--- src/rtl/rom_pkg.sv ---
//////////////////////////////
// ROM path package
// Address widths, download header
// layout and client payload types
//////////////////////////////

`default_nettype none

package rom_pkg;

    // SDRAM bank word address
    localparam int ADDR_W = 22;

    // Download header bytes ahead of ROM data
    localparam int HEADER_LEN = 2;
    localparam int CFG_AW = $clog2(HEADER_LEN);

    // Graphics region start is given in 64-word units
    localparam int GFX_SHIFT = 6;

    // Read clients: 0 is main CPU, 1 is graphics
    localparam int N_CLIENTS = 2;
    localparam int CLIENT_W = $clog2(N_CLIENTS);

    typedef logic [CFG_AW-1:0] cfg_addr_t;
    typedef logic [15:0]       gfx_start_t;

    typedef logic [19:0]       main_addr_t;
    typedef logic [19:0]       gfx_addr_t;
    typedef logic [15:0]       main_data_t;
    typedef logic [31:0]       gfx_data_t;

endpackage

`default_nettype wire

--- src/rtl/rom_loader.sv ---
//////////////////////////////
// ROM download loader
// Packs ioctl bytes into 16-bit
// SDRAM words, sends header bytes
// to the region configuration
//////////////////////////////

`default_nettype none

module rom_loader import rom_pkg::*; (
    input  logic              clk,
    input  logic              rst,
    input  logic [24:0]       ioctl_addr,
    input  logic [7:0]        ioctl_data,
    input  logic              ioctl_wr,
    input  logic              downloading,
    input  logic              prog_rdy,
    output logic [ADDR_W-1:0] prog_addr,
    output logic [15:0]       prog_data,
    output logic [1:0]        prog_mask,
    output logic              prog_we,
    output logic              dwnld_busy,
    output logic              cfg_we,
    output cfg_addr_t         cfg_addr,
    output logic [7:0]        cfg_data
);

    logic [24:0] rom_addr;
    logic        is_header;
    logic        rom_wr;
    logic [7:0]  low_byte;

    assign is_header = ioctl_addr < 25'(HEADER_LEN);
    assign rom_addr  = ioctl_addr - 25'(HEADER_LEN);
    assign rom_wr    = ioctl_wr && !is_header;

    // Both bytes always written
    assign prog_mask = 2'b00;

    assign dwnld_busy = downloading | prog_we;

    // Header bytes become one-cycle config writes
    always_ff @(posedge clk) begin
        if (rst) begin
            cfg_we <= 1'b0;
        end else begin
            cfg_we <= ioctl_wr && is_header;
        end
    end

    always_ff @(posedge clk) begin
        if (ioctl_wr && is_header) begin
            cfg_addr <= ioctl_addr[CFG_AW-1:0];
            cfg_data <= ioctl_data;
        end
    end

    // Even byte waits for its odd partner
    always_ff @(posedge clk) begin
        if (rom_wr && !rom_addr[0]) begin
            low_byte <= ioctl_data;
        end
    end

    always_ff @(posedge clk) begin
        if (rom_wr && rom_addr[0]) begin
            prog_addr <= rom_addr[ADDR_W:1];
            prog_data <= {ioctl_data, low_byte};
        end
    end

    // Held until the SDRAM confirms the write
    always_ff @(posedge clk) begin
        if (rst) begin
            prog_we <= 1'b0;
        end else if (rom_wr && rom_addr[0]) begin
            prog_we <= 1'b1;
        end else if (prog_rdy) begin
            prog_we <= 1'b0;
        end
    end

endmodule

`default_nettype wire

--- src/rtl/region_cfg.sv ---
//////////////////////////////
// Region configuration
// Byte registers loaded from the
// download header, giving the
// graphics region start
//////////////////////////////

`default_nettype none

module region_cfg import rom_pkg::*; (
    input  logic       clk,
    input  logic       rst,
    input  logic       cfg_we,
    input  cfg_addr_t  cfg_addr,
    input  logic [7:0] cfg_data,
    output gfx_start_t gfx_start
);

    logic [7:0] regs [HEADER_LEN];

    always_ff @(posedge clk) begin
        if (rst) begin
            for (int i = 0; i < HEADER_LEN; i++) begin
                regs[i] <= 8'd0;
            end
        end else if (cfg_we) begin
            regs[cfg_addr] <= cfg_data;
        end
    end

    // Byte 0 is the low byte
    genvar b;
    generate
        for (b = 0; b < HEADER_LEN; b++) begin : g_byte
            assign gfx_start[8*b +: 8] = regs[b];
        end
    endgenerate

endmodule

`default_nettype wire

--- src/rtl/rom_slot.sv ---
//////////////////////////////
// ROM fetch slot
// One-entry cache between a ROM
// client and the bank arbiter
//////////////////////////////

`default_nettype none

module rom_slot import rom_pkg::*; #(
    parameter type addr_t = main_addr_t,
    parameter type data_t = main_data_t
) (
    input  logic              clk,
    input  logic              rst,
    input  logic              cs,
    input  addr_t             addr,
    input  logic [ADDR_W-1:0] offset,
    input  logic              flush,
    input  logic              done,
    input  logic [31:0]       data_read,
    output logic              ok,
    output data_t             data,
    output logic              req,
    output logic [ADDR_W-1:0] req_addr
);

    localparam int DATA_W = $bits(data_t);

    addr_t cached_addr;
    logic  valid;
    logic  hit;

    assign hit = valid && (cached_addr == addr);

    // Client holds addr steady while waiting
    assign req_addr = offset + ADDR_W'(addr);

    always_ff @(posedge clk) begin
        if (rst) begin
            valid <= 1'b0;
            req   <= 1'b0;
            ok    <= 1'b0;
        end else begin
            ok <= cs && !flush && (hit || done);
            if (done) begin
                req   <= 1'b0;
                valid <= !flush;
            end else if (flush) begin
                valid <= 1'b0;
            end else if (cs && !hit && !req) begin
                req <= 1'b1;
            end
        end
    end

    // Refill on the arbiter strobe
    always_ff @(posedge clk) begin
        if (done) begin
            cached_addr <= addr;
            data        <= data_read[DATA_W-1:0];
        end
    end

endmodule

`default_nettype wire

--- src/rtl/bank_arbiter.sv ---
//////////////////////////////
// SDRAM bank arbiter
// Round-robin read access to one
// bank for the cache slots
//////////////////////////////

`default_nettype none

module bank_arbiter import rom_pkg::*; (
    input  logic                 clk,
    input  logic                 rst,
    input  logic [N_CLIENTS-1:0] req,
    input  logic [ADDR_W-1:0]    req_addr [N_CLIENTS],
    input  logic                 ba_ack,
    input  logic                 ba_rdy,
    input  logic                 busy,
    output logic [N_CLIENTS-1:0] done,
    output logic [ADDR_W-1:0]    ba_addr,
    output logic                 ba_rd
);

    logic                active;
    logic [CLIENT_W-1:0] sel;
    logic [CLIENT_W-1:0] prio;
    logic [CLIENT_W-1:0] pick;
    logic                found;

    // First requester at or after the priority pointer
    always_comb begin
        found = 1'b0;
        pick  = prio;
        for (int i = 0; i < N_CLIENTS; i++) begin
            if (!found && req[(int'(prio) + i) % N_CLIENTS]) begin
                found = 1'b1;
                pick  = CLIENT_W'((int'(prio) + i) % N_CLIENTS);
            end
        end
    end

    // Data is on data_read only while ba_rdy is up
    always_comb begin
        done = '0;
        if (active && ba_rdy) begin
            done[sel] = 1'b1;
        end
    end

    always_ff @(posedge clk) begin
        if (rst) begin
            active <= 1'b0;
            ba_rd  <= 1'b0;
            prio   <= '0;
        end else if (!active) begin
            if (found && !busy) begin
                active <= 1'b1;
                ba_rd  <= 1'b1;
            end
        end else begin
            if (ba_ack) begin
                ba_rd <= 1'b0;
            end
            if (ba_rdy) begin
                active <= 1'b0;
                prio   <= CLIENT_W'((int'(sel) + 1) % N_CLIENTS);
            end
        end
    end

    // Grant and address latched together
    always_ff @(posedge clk) begin
        if (!active && found && !busy) begin
            sel     <= pick;
            ba_addr <= req_addr[pick];
        end
    end

endmodule

`default_nettype wire

--- src/rtl/rom_game.sv ---
//////////////////////////////
// ROM game top level
// Download and fetch paths that
// share one SDRAM bank
//////////////////////////////

`default_nettype none

module rom_game import rom_pkg::*; (
    input  logic              clk,
    input  logic              rst,
    // ROM download
    input  logic [24:0]       ioctl_addr,
    input  logic [7:0]        ioctl_data,
    input  logic              ioctl_wr,
    input  logic              downloading,
    output logic              dwnld_busy,
    // SDRAM programming
    output logic [ADDR_W-1:0] prog_addr,
    output logic [15:0]       prog_data,
    output logic [1:0]        prog_mask,
    output logic              prog_we,
    input  logic              prog_rdy,
    // Bank read port
    output logic [ADDR_W-1:0] ba_addr,
    output logic              ba_rd,
    input  logic              ba_ack,
    input  logic              ba_rdy,
    input  logic [31:0]       data_read,
    // Main CPU ROM
    input  logic              main_rom_cs,
    input  main_addr_t        main_rom_addr,
    output logic              main_rom_ok,
    output main_data_t        main_rom_data,
    // Graphics ROM
    input  logic              gfx_rom_cs,
    input  gfx_addr_t         gfx_rom_addr,
    output logic              gfx_rom_ok,
    output gfx_data_t         gfx_rom_data
);

    logic                 cfg_we;
    cfg_addr_t            cfg_addr;
    logic [7:0]           cfg_data;
    gfx_start_t           gfx_start;
    logic [ADDR_W-1:0]    gfx_offset;
    logic [N_CLIENTS-1:0] req;
    logic [N_CLIENTS-1:0] done;
    logic [ADDR_W-1:0]    req_addr [N_CLIENTS];

    assign gfx_offset = ADDR_W'(gfx_start) << GFX_SHIFT;

    rom_loader u_loader(
        .clk         ( clk         ),
        .rst         ( rst         ),
        .ioctl_addr  ( ioctl_addr  ),
        .ioctl_data  ( ioctl_data  ),
        .ioctl_wr    ( ioctl_wr    ),
        .downloading ( downloading ),
        .prog_rdy    ( prog_rdy    ),
        .prog_addr   ( prog_addr   ),
        .prog_data   ( prog_data   ),
        .prog_mask   ( prog_mask   ),
        .prog_we     ( prog_we     ),
        .dwnld_busy  ( dwnld_busy  ),
        .cfg_we      ( cfg_we      ),
        .cfg_addr    ( cfg_addr    ),
        .cfg_data    ( cfg_data    )
    );

    region_cfg u_cfg(
        .clk       ( clk       ),
        .rst       ( rst       ),
        .cfg_we    ( cfg_we    ),
        .cfg_addr  ( cfg_addr  ),
        .cfg_data  ( cfg_data  ),
        .gfx_start ( gfx_start )
    );

    rom_slot #(.addr_t(main_addr_t), .data_t(main_data_t)) u_main_slot(
        .clk       ( clk           ),
        .rst       ( rst           ),
        .cs        ( main_rom_cs   ),
        .addr      ( main_rom_addr ),
        .offset    ( '0            ),
        .flush     ( dwnld_busy    ),
        .done      ( done[0]       ),
        .data_read ( data_read     ),
        .ok        ( main_rom_ok   ),
        .data      ( main_rom_data ),
        .req       ( req[0]        ),
        .req_addr  ( req_addr[0]   )
    );

    rom_slot #(.addr_t(gfx_addr_t), .data_t(gfx_data_t)) u_gfx_slot(
        .clk       ( clk          ),
        .rst       ( rst          ),
        .cs        ( gfx_rom_cs   ),
        .addr      ( gfx_rom_addr ),
        .offset    ( gfx_offset   ),
        .flush     ( dwnld_busy   ),
        .done      ( done[1]      ),
        .data_read ( data_read    ),
        .ok        ( gfx_rom_ok   ),
        .data      ( gfx_rom_data ),
        .req       ( req[1]       ),
        .req_addr  ( req_addr[1]  )
    );

    bank_arbiter u_arbiter(
        .clk      ( clk        ),
        .rst      ( rst        ),
        .req      ( req        ),
        .req_addr ( req_addr   ),
        .ba_ack   ( ba_ack     ),
        .ba_rdy   ( ba_rdy     ),
        .busy     ( dwnld_busy ),
        .done     ( done       ),
        .ba_addr  ( ba_addr    ),
        .ba_rd    ( ba_rd      )
    );

endmodule

`default_nettype wire

--- config.mk ---
export PLATFORM = sky130hd
export DESIGN_NAME = rom_game
export DESIGN_NICKNAME = d
export VERILOG_FILES = /design/src/rtl/rom_pkg.sv /design/src/rtl/rom_loader.sv /design/src/rtl/region_cfg.sv /design/src/rtl/rom_slot.sv /design/src/rtl/bank_arbiter.sv /design/src/rtl/rom_game.sv
export SDC_FILE = /design/constraint.sdc
export NUM_CORES = 1
export LEC_CHECK = 0
export BUFFER_PORTS_ARGS = -buffer_cell sky130_fd_sc_hd__buf_4
export CORE_MARGIN = 2
export CORE_UTILIZATION = 52
export DETAILED_ROUTE_END_ITERATION = 12
export HOLD_SLACK_MARGIN = 0.15
export PLACE_DENSITY = 0.87
export SETUP_SLACK_MARGIN = 0.4
export SLEW_MARGIN = 20
export SYNTH_ARGS = -nofsm -noshare
export SYNTH_HDL_FRONTEND = slang
export SYNTH_SLANG_ARGS = --single-unit
--- constraint.sdc ---
create_clock -name clk -period 3.45 [get_ports clk]
set_clock_uncertainty 0.15 [all_clocks]
set_input_delay 0 -clock clk [delete_from_list [all_inputs] [get_ports clk]]
set_output_delay 0 -clock clk [all_outputs]
set_load 0.02 [all_outputs]
==> results_dict.tcl, run 1 <==
set metrics [dict create \
    synth_seq_area_share_pct 72.7 \
    irDropWorstVdd_mv 0.323 \
    vias_per_cell 5.46 \
    arrival_ns 2.99 \
    clkSlewWorstSetupHoldPaths_ns 0.07 \
    fp.coreArea_um2 14600 \
    yosysTopAreaCell "edfxtp_1" \
    design.die.area_um2 16000 \
    crit_top_cell "dlygate4sd3_1" \
    die_y_um 127 \
    clockRootBuffer "clkbuf_16" \
    ys_warn_count 0 \
    cts_made_buffers 17 \
    grt_max_degree 44 \
    min_period_over_period_pct 85.4 \
    cap_violations 0 \
    syn_area_per_cell_um2 15.1 \
    synth_area_leaders "edfxtp_1 70%, xnor2_1 4.8%, dfxtp_1 2.8%, nand2_1 2.6%, xor2_1 2.6%" \
    critPathRequiredTime_ns 3.49 \
    slew_headroom_pct 29.4 \
    p_total_mw 5.37 \
    drv_slew 0 \
    post-dp-hpwl_um 13300 \
    clockBufferDepth 2 \
    regArea_um2 5690 \
    gr-usage-all-layers_pct 30.5 \
    syn-instance-count 518 \
    synth_seq_cells 193 \
    setup_viol 0 \
    synthToLayoutAreaGrowth_pct 54.8 \
    mostFrequentLayoutCells "231 x buf_4, 182 x edfxtp_1, 178 x dlygate4sd3_1" \
    reg2reg_slack_ns 0.69 \
    synth.distinct_cells 55 \
    fin_nets 1065 \
    worst_setup_path_start_kind "input pin" \
    end_kind "register" \
    portBuffers 226 \
    drtIter0Drc 468 \
    grt_pass1_vias 6608 \
    multi_input_area_um2 2060 \
    power_density_nw_per_um2 444 \
    hold_viol_final 0 \
    hold_depth 2 \
    num_rows 44 \
    wl_um 23900 \
    outcome "completed" \
    crit_chain "dlygate4sd3_1, buf_4, or4_1, or4b_4, nor3_4, nand2b_1, xnor2_1, dlygate4sd3_1" \
    grt_pass1_wl_um 36700 \
    layout_commonest_cell "buf_4" \
    syn_area_um2 7830 \
    synthFlopType "edfxtp_1" \
    overflow 0 \
    clock_latency_ns 0.44 \
    io_pins 229 \
    fin_util_pct 82.7 \
    h-tree-depth 4 \
    async_flop_share_pct 0 \
    rsz0062_at_grt "no" \
    cp_slowest_cell "or4b_4" \
    fin_crit_ns 2.95 \
    fmax_mhz 339 \
    vias 6172 \
    worstPathMaxFanout 4 \
    antenna_found_initial 0 \
    start_util_pct 53.4 \
    drtPass1Iterations 6 \
    fin_setup_tns_ns 0 \
    critical_path_class "input pin to register" \
    antenna_left 0 \
    rr_worst_depth 6 \
    die_w_um 127 \
    wire_per_inst_um 21.2 \
    post-synth-top-area-fraction_pct 69.8 \
    drive_gt1_share_pct 28.7 \
    tritoncts "yes" \
    gp_congestion 0.871 \
    tightest_slew_ns 1.06 \
    hold_class "input pin to register" \
    leakagePower_nw 4.83 \
    synth_edf_count 182 \
    nFillCells 675 \
    drc 0 \
    slowest_delay_ns 0.60 \
    antenna_cells 0 \
    cts.sinks 193 \
]
-- worst paths after layout --
| kind | from | to |
|---|---|---|
| worst max-delay path | ioctl_addr[1] | u_loader.prog_addr[19] |
| worst min-delay path | main_rom_addr[2] | u_main_slot.cached_addr[2] |
| worst max register to register | u_cfg.regs[0][1] | u_arbiter.ba_addr[19] |
| worst min register to register | u_loader.low_byte[3] | u_loader.prog_data[3] |
-- per-layer routing --
metal | GRT usage (%) | share of wire (%) | up-vias
li1 | - | - | 2760
met5 | 0 | 0 | -
met3 | 7.00 | 7.3 | 58
met4 | 12.2 | 3.0 | 0
met1 | 35.1 | 37 | 2987
met2 | 55.3 | 53 | 367
-- critical path, delay by kind of cell --
| family | cells | cell delay, ns |
|---|---|---|
| buf+inv | 3 | 1.28 |
| simple gates | 4 | 1.55 |
| xor+xnor | 1 | 0.14 |
-- flip-flops by register name (all words and copies together) (netlist names), 8 cells and up --
signal	cells
u_loader.cfg_data	8
u_loader.prog_addr	22
u_loader.low_byte	8
u_main_slot.data	16
u_main_slot.cached_addr	20
u_gfx_slot.data	32
u_loader.prog_data	16
u_arbiter.ba_addr	22
u_cfg.regs	16
u_gfx_slot.cached_addr	20
-- power breakdown --
group | switching, mW | internal [mW] | total, mW | leakage (nW)
sequential | 0.0344 | 2.65 | 2.68 | 1.78
clock | 0.900 | 1.08 | 1.98 | 0.282
combinational | 0.350 | 0.364 | 0.714 | 2.77
-- what timing repair did --
item,4_1_cts,5_1_grt
setup endpoints to repair,0,3
hold buffers,178,0
gates resized for setup,0,2
setup buffers,0,0
hold endpoints to repair,254,0
-- cell usage after synthesis (7+ instances only) --
cell / instances
a21oi_1: 16
and2_1: 17
clkbuf_1: 9
dfxtp_1: 11
edfxtp_1: 182
ha_1: 15
inv_1: 13
nand2_1: 55
nand2b_1: 8
nand4_1: 8
nor2_1: 21
nor3_1: 9
nor4_1: 7
o21ai_0: 13
xnor2_1: 43
xor2_1: 23
-- area by class of cell --
cell class                      instances  share of cell area, %
Sequential cell                       193                   46.9
Clock buffer                           17                   3.51
Multi-Input combinational cell        301                   17.0
Tap cell                              184                   1.90
Inverter                               13                  0.403
Timing Repair Buffer                  409                   29.0
Clock inverter                         14                   1.24
-- logic make-up after synthesis --
family / count (synthesis) / synth area share (%)
flops: 193 / 72.7
other cells: 1 / 0.0479
fa+ha+maj: 16 / 2.65
buf+inv: 25 / 1.39
simple gates: 154 / 10.3
xor+xnor: 66 / 7.39
compound gates: 61 / 5.32
mux: 2 / 0.256
-- stage by stage --
stage | setup slack (ns) | hold WS (ns) | std cells | area, um2
2_1_floorplan | 0.500 | -0.0511 | 519 | 7830
3_5_place_dp | 0.703 | 0.0293 | 922 | 9750
5_1_grt | 0.439 | 0.163 | 1131 | 12100
6_report | 0.504 | 0.160 | 1131 | 12100
3_3_place_gp | 0.735 | 0.0281 | 922 | 9750
4_1_cts | 0.503 | 0.150 | 1131 | 12100
Note: power is estimated with default switching activity, not from simulation.
==> inputs of run 2 (changes only) <==
--- a/config.mk
+++ b/config.mk
@@ -6,13 +6,14 @@
 export NUM_CORES = 1
 export LEC_CHECK = 0
 export BUFFER_PORTS_ARGS = -buffer_cell sky130_fd_sc_hd__buf_4
+export CAP_MARGIN = 20
 export CORE_MARGIN = 2
 export CORE_UTILIZATION = 52
 export DETAILED_ROUTE_END_ITERATION = 12
 export HOLD_SLACK_MARGIN = 0.15
 export PLACE_DENSITY = 0.87
+export REMOVE_ABC_BUFFERS = 1
 export SETUP_SLACK_MARGIN = 0.4
-export SLEW_MARGIN = 20
 export SYNTH_ARGS = -nofsm -noshare
 export SYNTH_HDL_FRONTEND = slang
 export SYNTH_SLANG_ARGS = --single-unit
==> run 2 against run 1 <==
- die area did not move
- largest cell class unchanged
- global-route usage rose by 0.25 points
- flip-flop and latch count did not move
==> results_dict.tcl, run 2 (synthesis gave the netlist of run 1 again) <==
set metrics [dict create \
    outcome "completed" \
    die_w_um 127 \
    hold_viol_final 0 \
    vias_per_cell 5.52 \
    cts_made_buffers 17 \
    mostFrequentLayoutCells "231 x buf_4, 182 x edfxtp_1, 174 x dlygate4sd3_1" \
    min_period_over_period_pct 86.1 \
    io_pins 229 \
    largest-register "u_gfx_slot.data" \
    critical_path_class "input pin to register" \
    fin_setup_tns_ns 0 \
    layout.cells.non_filler 1129 \
    largest_reg_flops 32 \
    intPower_mw 3.96 \
    biggestRegsByFlops "u_gfx_slot.data (32), u_arbiter.ba_addr (22), u_loader.prog_addr (22)" \
    fin_util_pct 82.4 \
    wire_per_inst_um 21.9 \
    critical_path.reg2reg.startpoint "u_cfg.regs[0][0]" \
    clkPwrFrac_pct 35.6 \
    clockBufferDepth 2 \
    power_density_nw_per_um2 438 \
    tightest_slew_ns 0.766 \
    rsz0062_at_grt "no" \
    reg2reg_slack_ns 0.60 \
    fmax_mhz 337 \
    netSwitchingFraction_pct 25.1 \
    design_area_um2 12100 \
    drc 0 \
    num_rows 44 \
    startpoint "ioctl_addr[2]" \
    pwr-share-comb_pct 13.6 \
    hold_class "input pin to register" \
    irDropWorstVdd_mv 0.438 \
    fin_crit_ns 2.97 \
    worstPathMaxFanout 4 \
    clockRootBuffer "clkbuf_16" \
    layout_commonest_cell "buf_4" \
    worst_setup_path_start_kind "input pin" \
    end_kind "register" \
    clkSlewWorstSetupHoldPaths_ns 0.07 \
    leakagePower_nw 4.80 \
    critPathRequiredTime_ns 3.49 \
    rr_endpoint "u_arbiter.ba_addr[20]" \
    design.die.area_um2 16000 \
    setup_viol 0 \
    post-dp-hpwl_um 13700 \
    overflow 0 \
    die_y_um 127 \
    vias 6227 \
    slew_headroom_pct 48.5 \
    cts.sinks 193 \
    grt_pass1_vias 6615 \
    gp_congestion 0.854 \
    fin_nets 1062 \
    portBuffers 226 \
    grt_pass1_wl_um 37000 \
    synthToLayoutAreaGrowth_pct 54.2 \
    cap_violations 0 \
    rr_worst_depth 7 \
    power.share.sequential_pct 50.8 \
    wl_um 24700 \
    arrival_ns 3.01 \
    antenna_cells 0 \
    fp.coreArea_um2 14600 \
    placed_area_um2 9750 \
    drv_slew 0 \
    h-tree-depth 4 \
    grt_max_degree 39 \
    clock_latency_ns 0.45 \
    dpl.cell_count 922 \
    endpoint "u_loader.prog_addr[17]" \
    power.switching_mw 1.33 \
    antenna_found_initial 0 \
    drive_gt1_share_pct 29.2 \
    antenna_left 0 \
    drtPass1Iterations 5 \
    start_util_pct 53.4 \
    tritoncts "yes" \
    drtIter0Drc 620 \
    gr-usage-all-layers_pct 30.7 \
]
-- run 2: cell count changes in the layout (fill, tap and decap cells not counted), sizes merged --
cell and change:
buf +1, dlygate4sd3 -4, clkinvlp +2, bufinv -2, clkinv +1
-- run 2: stage by stage --
stage	power (mW)	setup slack (ns)	hold slack [ns]
after floorplan	2.97	0.472	-0.0809
after global placement	3.23	0.697	0.0290
after detailed placement	3.25	0.646	0.0301
after CTS	5.23	0.580	0.150
after global routing	5.43	0.423	0.156
final	5.29	0.479	0.164
-- run 2: final cells by class --
class | count | area [um2]
clock buffer | 17 | 425
clock inverter | 15 | 125
multi-input combinational | 301 | 2060
inverter | 13 | 48.8
sequential | 193 | 5690
fill | 682 | 2570
tap | 184 | 230
timing repair buffer | 406 | 3500
-- run 2: worst min path at each step --
stage,endpoint,start,depth (start not counted)
final,u_gfx_slot.data[9],data_read[9],2
after global placement,u_gfx_slot.data[16],data_read[16],1
after global routing,u_gfx_slot.data[7],data_read[7],2
after detailed placement,u_gfx_slot.data[16],data_read[16],1
after CTS,u_gfx_slot.cached_addr[6],gfx_rom_addr[6],2
after floorplan,u_arbiter.active,rst,1
-- run 2: layer usage --
metal	global-route usage [%]	wire length (um)	vias up
met5	0	0	-
met4	11.4	679	0
met3	7.93	2090	56
met2	56.2	12900	374
met1	34.8	9030	3047
li1	-	-	2750
-- run 2: critical path, cell delays in order --
cell,delay [ns]
dlygate4sd3_1,0.55
buf_4,0.15
or4_1,0.57
or4b_1,0.64
nor3_2,0.27
nand2b_1,0.12
xnor2_1,0.14
dlygate4sd3_1,0.57
-- run 2: timing repair --
item | CTS | global route
resized for setup | 0 | 2
hold buffers | 174 | 0
setup buffers | 0 | 0
endpoints found under the hold margin | 256 | 0
endpoints found under the setup margin | 0 | 3
-- run 2: power groups by stage --
stage	combinational, mW	clock [mW]	sequential, mW
after floorplan	0.179	0	2.79
after global placement	0.502	0	2.72
after detailed placement	0.521	0	2.73
after CTS	0.680	1.88	2.68
after global routing	0.758	1.99	2.69
final	0.720	1.88	2.68
==> inputs of run 3 (changes only) <==
--- a/config.mk
+++ b/config.mk
@@ -7,7 +7,7 @@
 export LEC_CHECK = 0
 export BUFFER_PORTS_ARGS = -buffer_cell sky130_fd_sc_hd__buf_4
 export CAP_MARGIN = 20
-export CORE_MARGIN = 2
+export CORE_MARGIN = 8
 export CORE_UTILIZATION = 52
 export DETAILED_ROUTE_END_ITERATION = 12
 export HOLD_SLACK_MARGIN = 0.15
==> run 3 against run 2 <==
- combinational power increased by 2%
- worst hold slack improved by 0.0011 ns
- via count increased by 2.5%
- critical endpoint is now u_loader.cfg_we
- largest cell class unchanged
==> results_dict.tcl, run 3 (synthesis gave the netlist of run 1 again) <==
set metrics [dict create \
    outcome "completed" \
    fp.coreArea_um2 15000 \
    arrival_ns 3.29 \
    h-tree-depth 4 \
    clockBufferDepth 2 \
    fin_util_pct 81.1 \
    grt_max_degree 36 \
    irDropWorstVdd_mv 0.353 \
    pwr-share-comb_pct 13.3 \
    drv_slew 0 \
    grt_pass1_wl_um 40000 \
    fin_nets 1063 \
    power.switching_mw 1.37 \
    critPathRequiredTime_ns 3.68 \
    hold_ws_ns 0.165 \
    vias_per_cell 5.63 \
    power.share.sequential_pct 48.4 \
    fin_setup_tns_ns 0 \
    wl_um 26900 \
    power_density_nw_per_um2 457 \
    cts_made_buffers 17 \
    tightest_slew_ns 0.874 \
    clockRootBuffer "clkbuf_16" \
    cap_violations 0 \
    post-dp-hpwl_um 15000 \
    start_util_pct 52.2 \
    clock_latency_ns 0.44 \
    worstPathMaxFanout 5 \
    worst_setup_path_start_kind "input pin" \
    intPower_mw 4.18 \
    wire_per_inst_um 23.8 \
    drtIter0Drc 725 \
    portBuffers 226 \
    grt_pass1_vias 6796 \
    gp_congestion 0.877 \
    drtPass1Iterations 5 \
    overflow 0 \
    drive_gt1_share_pct 29.4 \
    io_pins 229 \
    layout_commonest_cell "buf_4" \
    antenna_found_initial 0 \
    drc 0 \
    die_y_um 139 \
    netSwitchingFraction_pct 24.7 \
    tritoncts "yes" \
    slew_headroom_pct 41.7 \
    fin_crit_ns 3.05 \
    min_period_over_period_pct 88.5 \
    setup_viol 0 \
    multi_input_area_um2 2060 \
    clkPwrFrac_pct 38.4 \
    critical_path_class "input pin to register" \
    antenna_cells 0 \
    antenna_left 0 \
    rsz0062_at_grt "yes" \
    num_rows 45 \
    cts.sinks 193 \
    hold_class "input pin to register" \
    vias 6382 \
    largest_reg_flops 32 \
    end_kind "register" \
    nFillCells 743 \
    design.die.area_um2 19200 \
    hold_viol_final 0 \
    place_ws_ns 0.659 \
    mostFrequentLayoutCells "232 x buf_4, 182 x edfxtp_1, 175 x dlygate4sd3_1" \
    clkSlewWorstSetupHoldPaths_ns 0.08 \
    leakagePower_nw 4.83 \
    biggestRegsByFlops "u_gfx_slot.data (32), u_arbiter.ba_addr (22), u_loader.prog_addr (22)" \
    die_w_um 139 \
    placed_area_um2 9760 \
    largest-register "u_gfx_slot.data" \
    gr-usage-all-layers_pct 27.2 \
    design_area_um2 12100 \
    synthToLayoutAreaGrowth_pct 55.2 \
    fmax_mhz 327 \
    regArea_um2 5690 \
    fin_ws_ns 0.396 \
]
[run 3: cell types whose count changed in the layout (fill, tap and decap cells not counted), sizes merged]
cell	delta
dlygate4sd3	+1
clkinv	-5
bufinv	+3
inv	+2
[run 3: layer usage]
layer	wire length (um)	global-route usage [%]	part of all wire, %	vias to the layer above
li1	-	-	-	2747
met1	9370	28.9	35	3056
met2	13700	48.9	51	495
met3	2750	8.57	10	84
met4	1100	11.7	4.1	0
met5	0	0	0	-
[run 3: metrics by stage]
step	power, mW	cells
final	5.55	1134
after global routing	5.68	1134
after CTS	5.46	1133
after detailed placement	3.25	927
after global placement	3.23	927
after floorplan	2.97	507
[run 3: worst max-delay path, cell delays in order]
cell	delay, ns
dlygate4sd3_1	0.55
buf_4	0.16
or3_1	0.40
or3_1	0.36
or4_4	0.44
dlygate4sd3_1	0.58
nor2_1	0.11
and3_1	0.16
dlygate4sd3_1	0.53
[run 3: power by group through the flow]
stage               clock (mW)  sequential, mW  combinational, mW
global placement             0            2.72              0.510
global route              2.22            2.69              0.770
detailed placement           0            2.73              0.526
finish                    2.13            2.68              0.736
floorplan                    0            2.79              0.179
CTS                       2.09            2.68              0.689
[run 3: cell type report]
cell class	count	share of cell area (%)
Inverter	13	0.402
Tap cell	188	1.94
Clock buffer	17	3.50
Timing Repair Buffer	407	28.8
Clock inverter	15	1.61
Sequential cell	193	46.8
Multi-Input combinational cell	301	17.0
[run 3: final timing paths]
path / depth (start not counted) / endpoint / start / slack [ns]
min reg2reg: 0 / u_loader.prog_data[4] / u_loader.low_byte[4] / 0.28
max reg2reg: 6 / u_arbiter.ba_addr[19] / u_cfg.regs[0][1] / 0.61
min: 2 / u_gfx_slot.data[0] / data_read[0] / 0.17
max: 9 / u_loader.cfg_we / ioctl_addr[17] / 0.40
[run 3: timing repair]
item / in CTS / in global routing
hold buffers: 174 / 1
setup endpoints to repair: 0 / 13
buffers inserted: 0 / 0
endpoints found under the hold margin: 221 / 1
gates resized for setup: 0 / 3
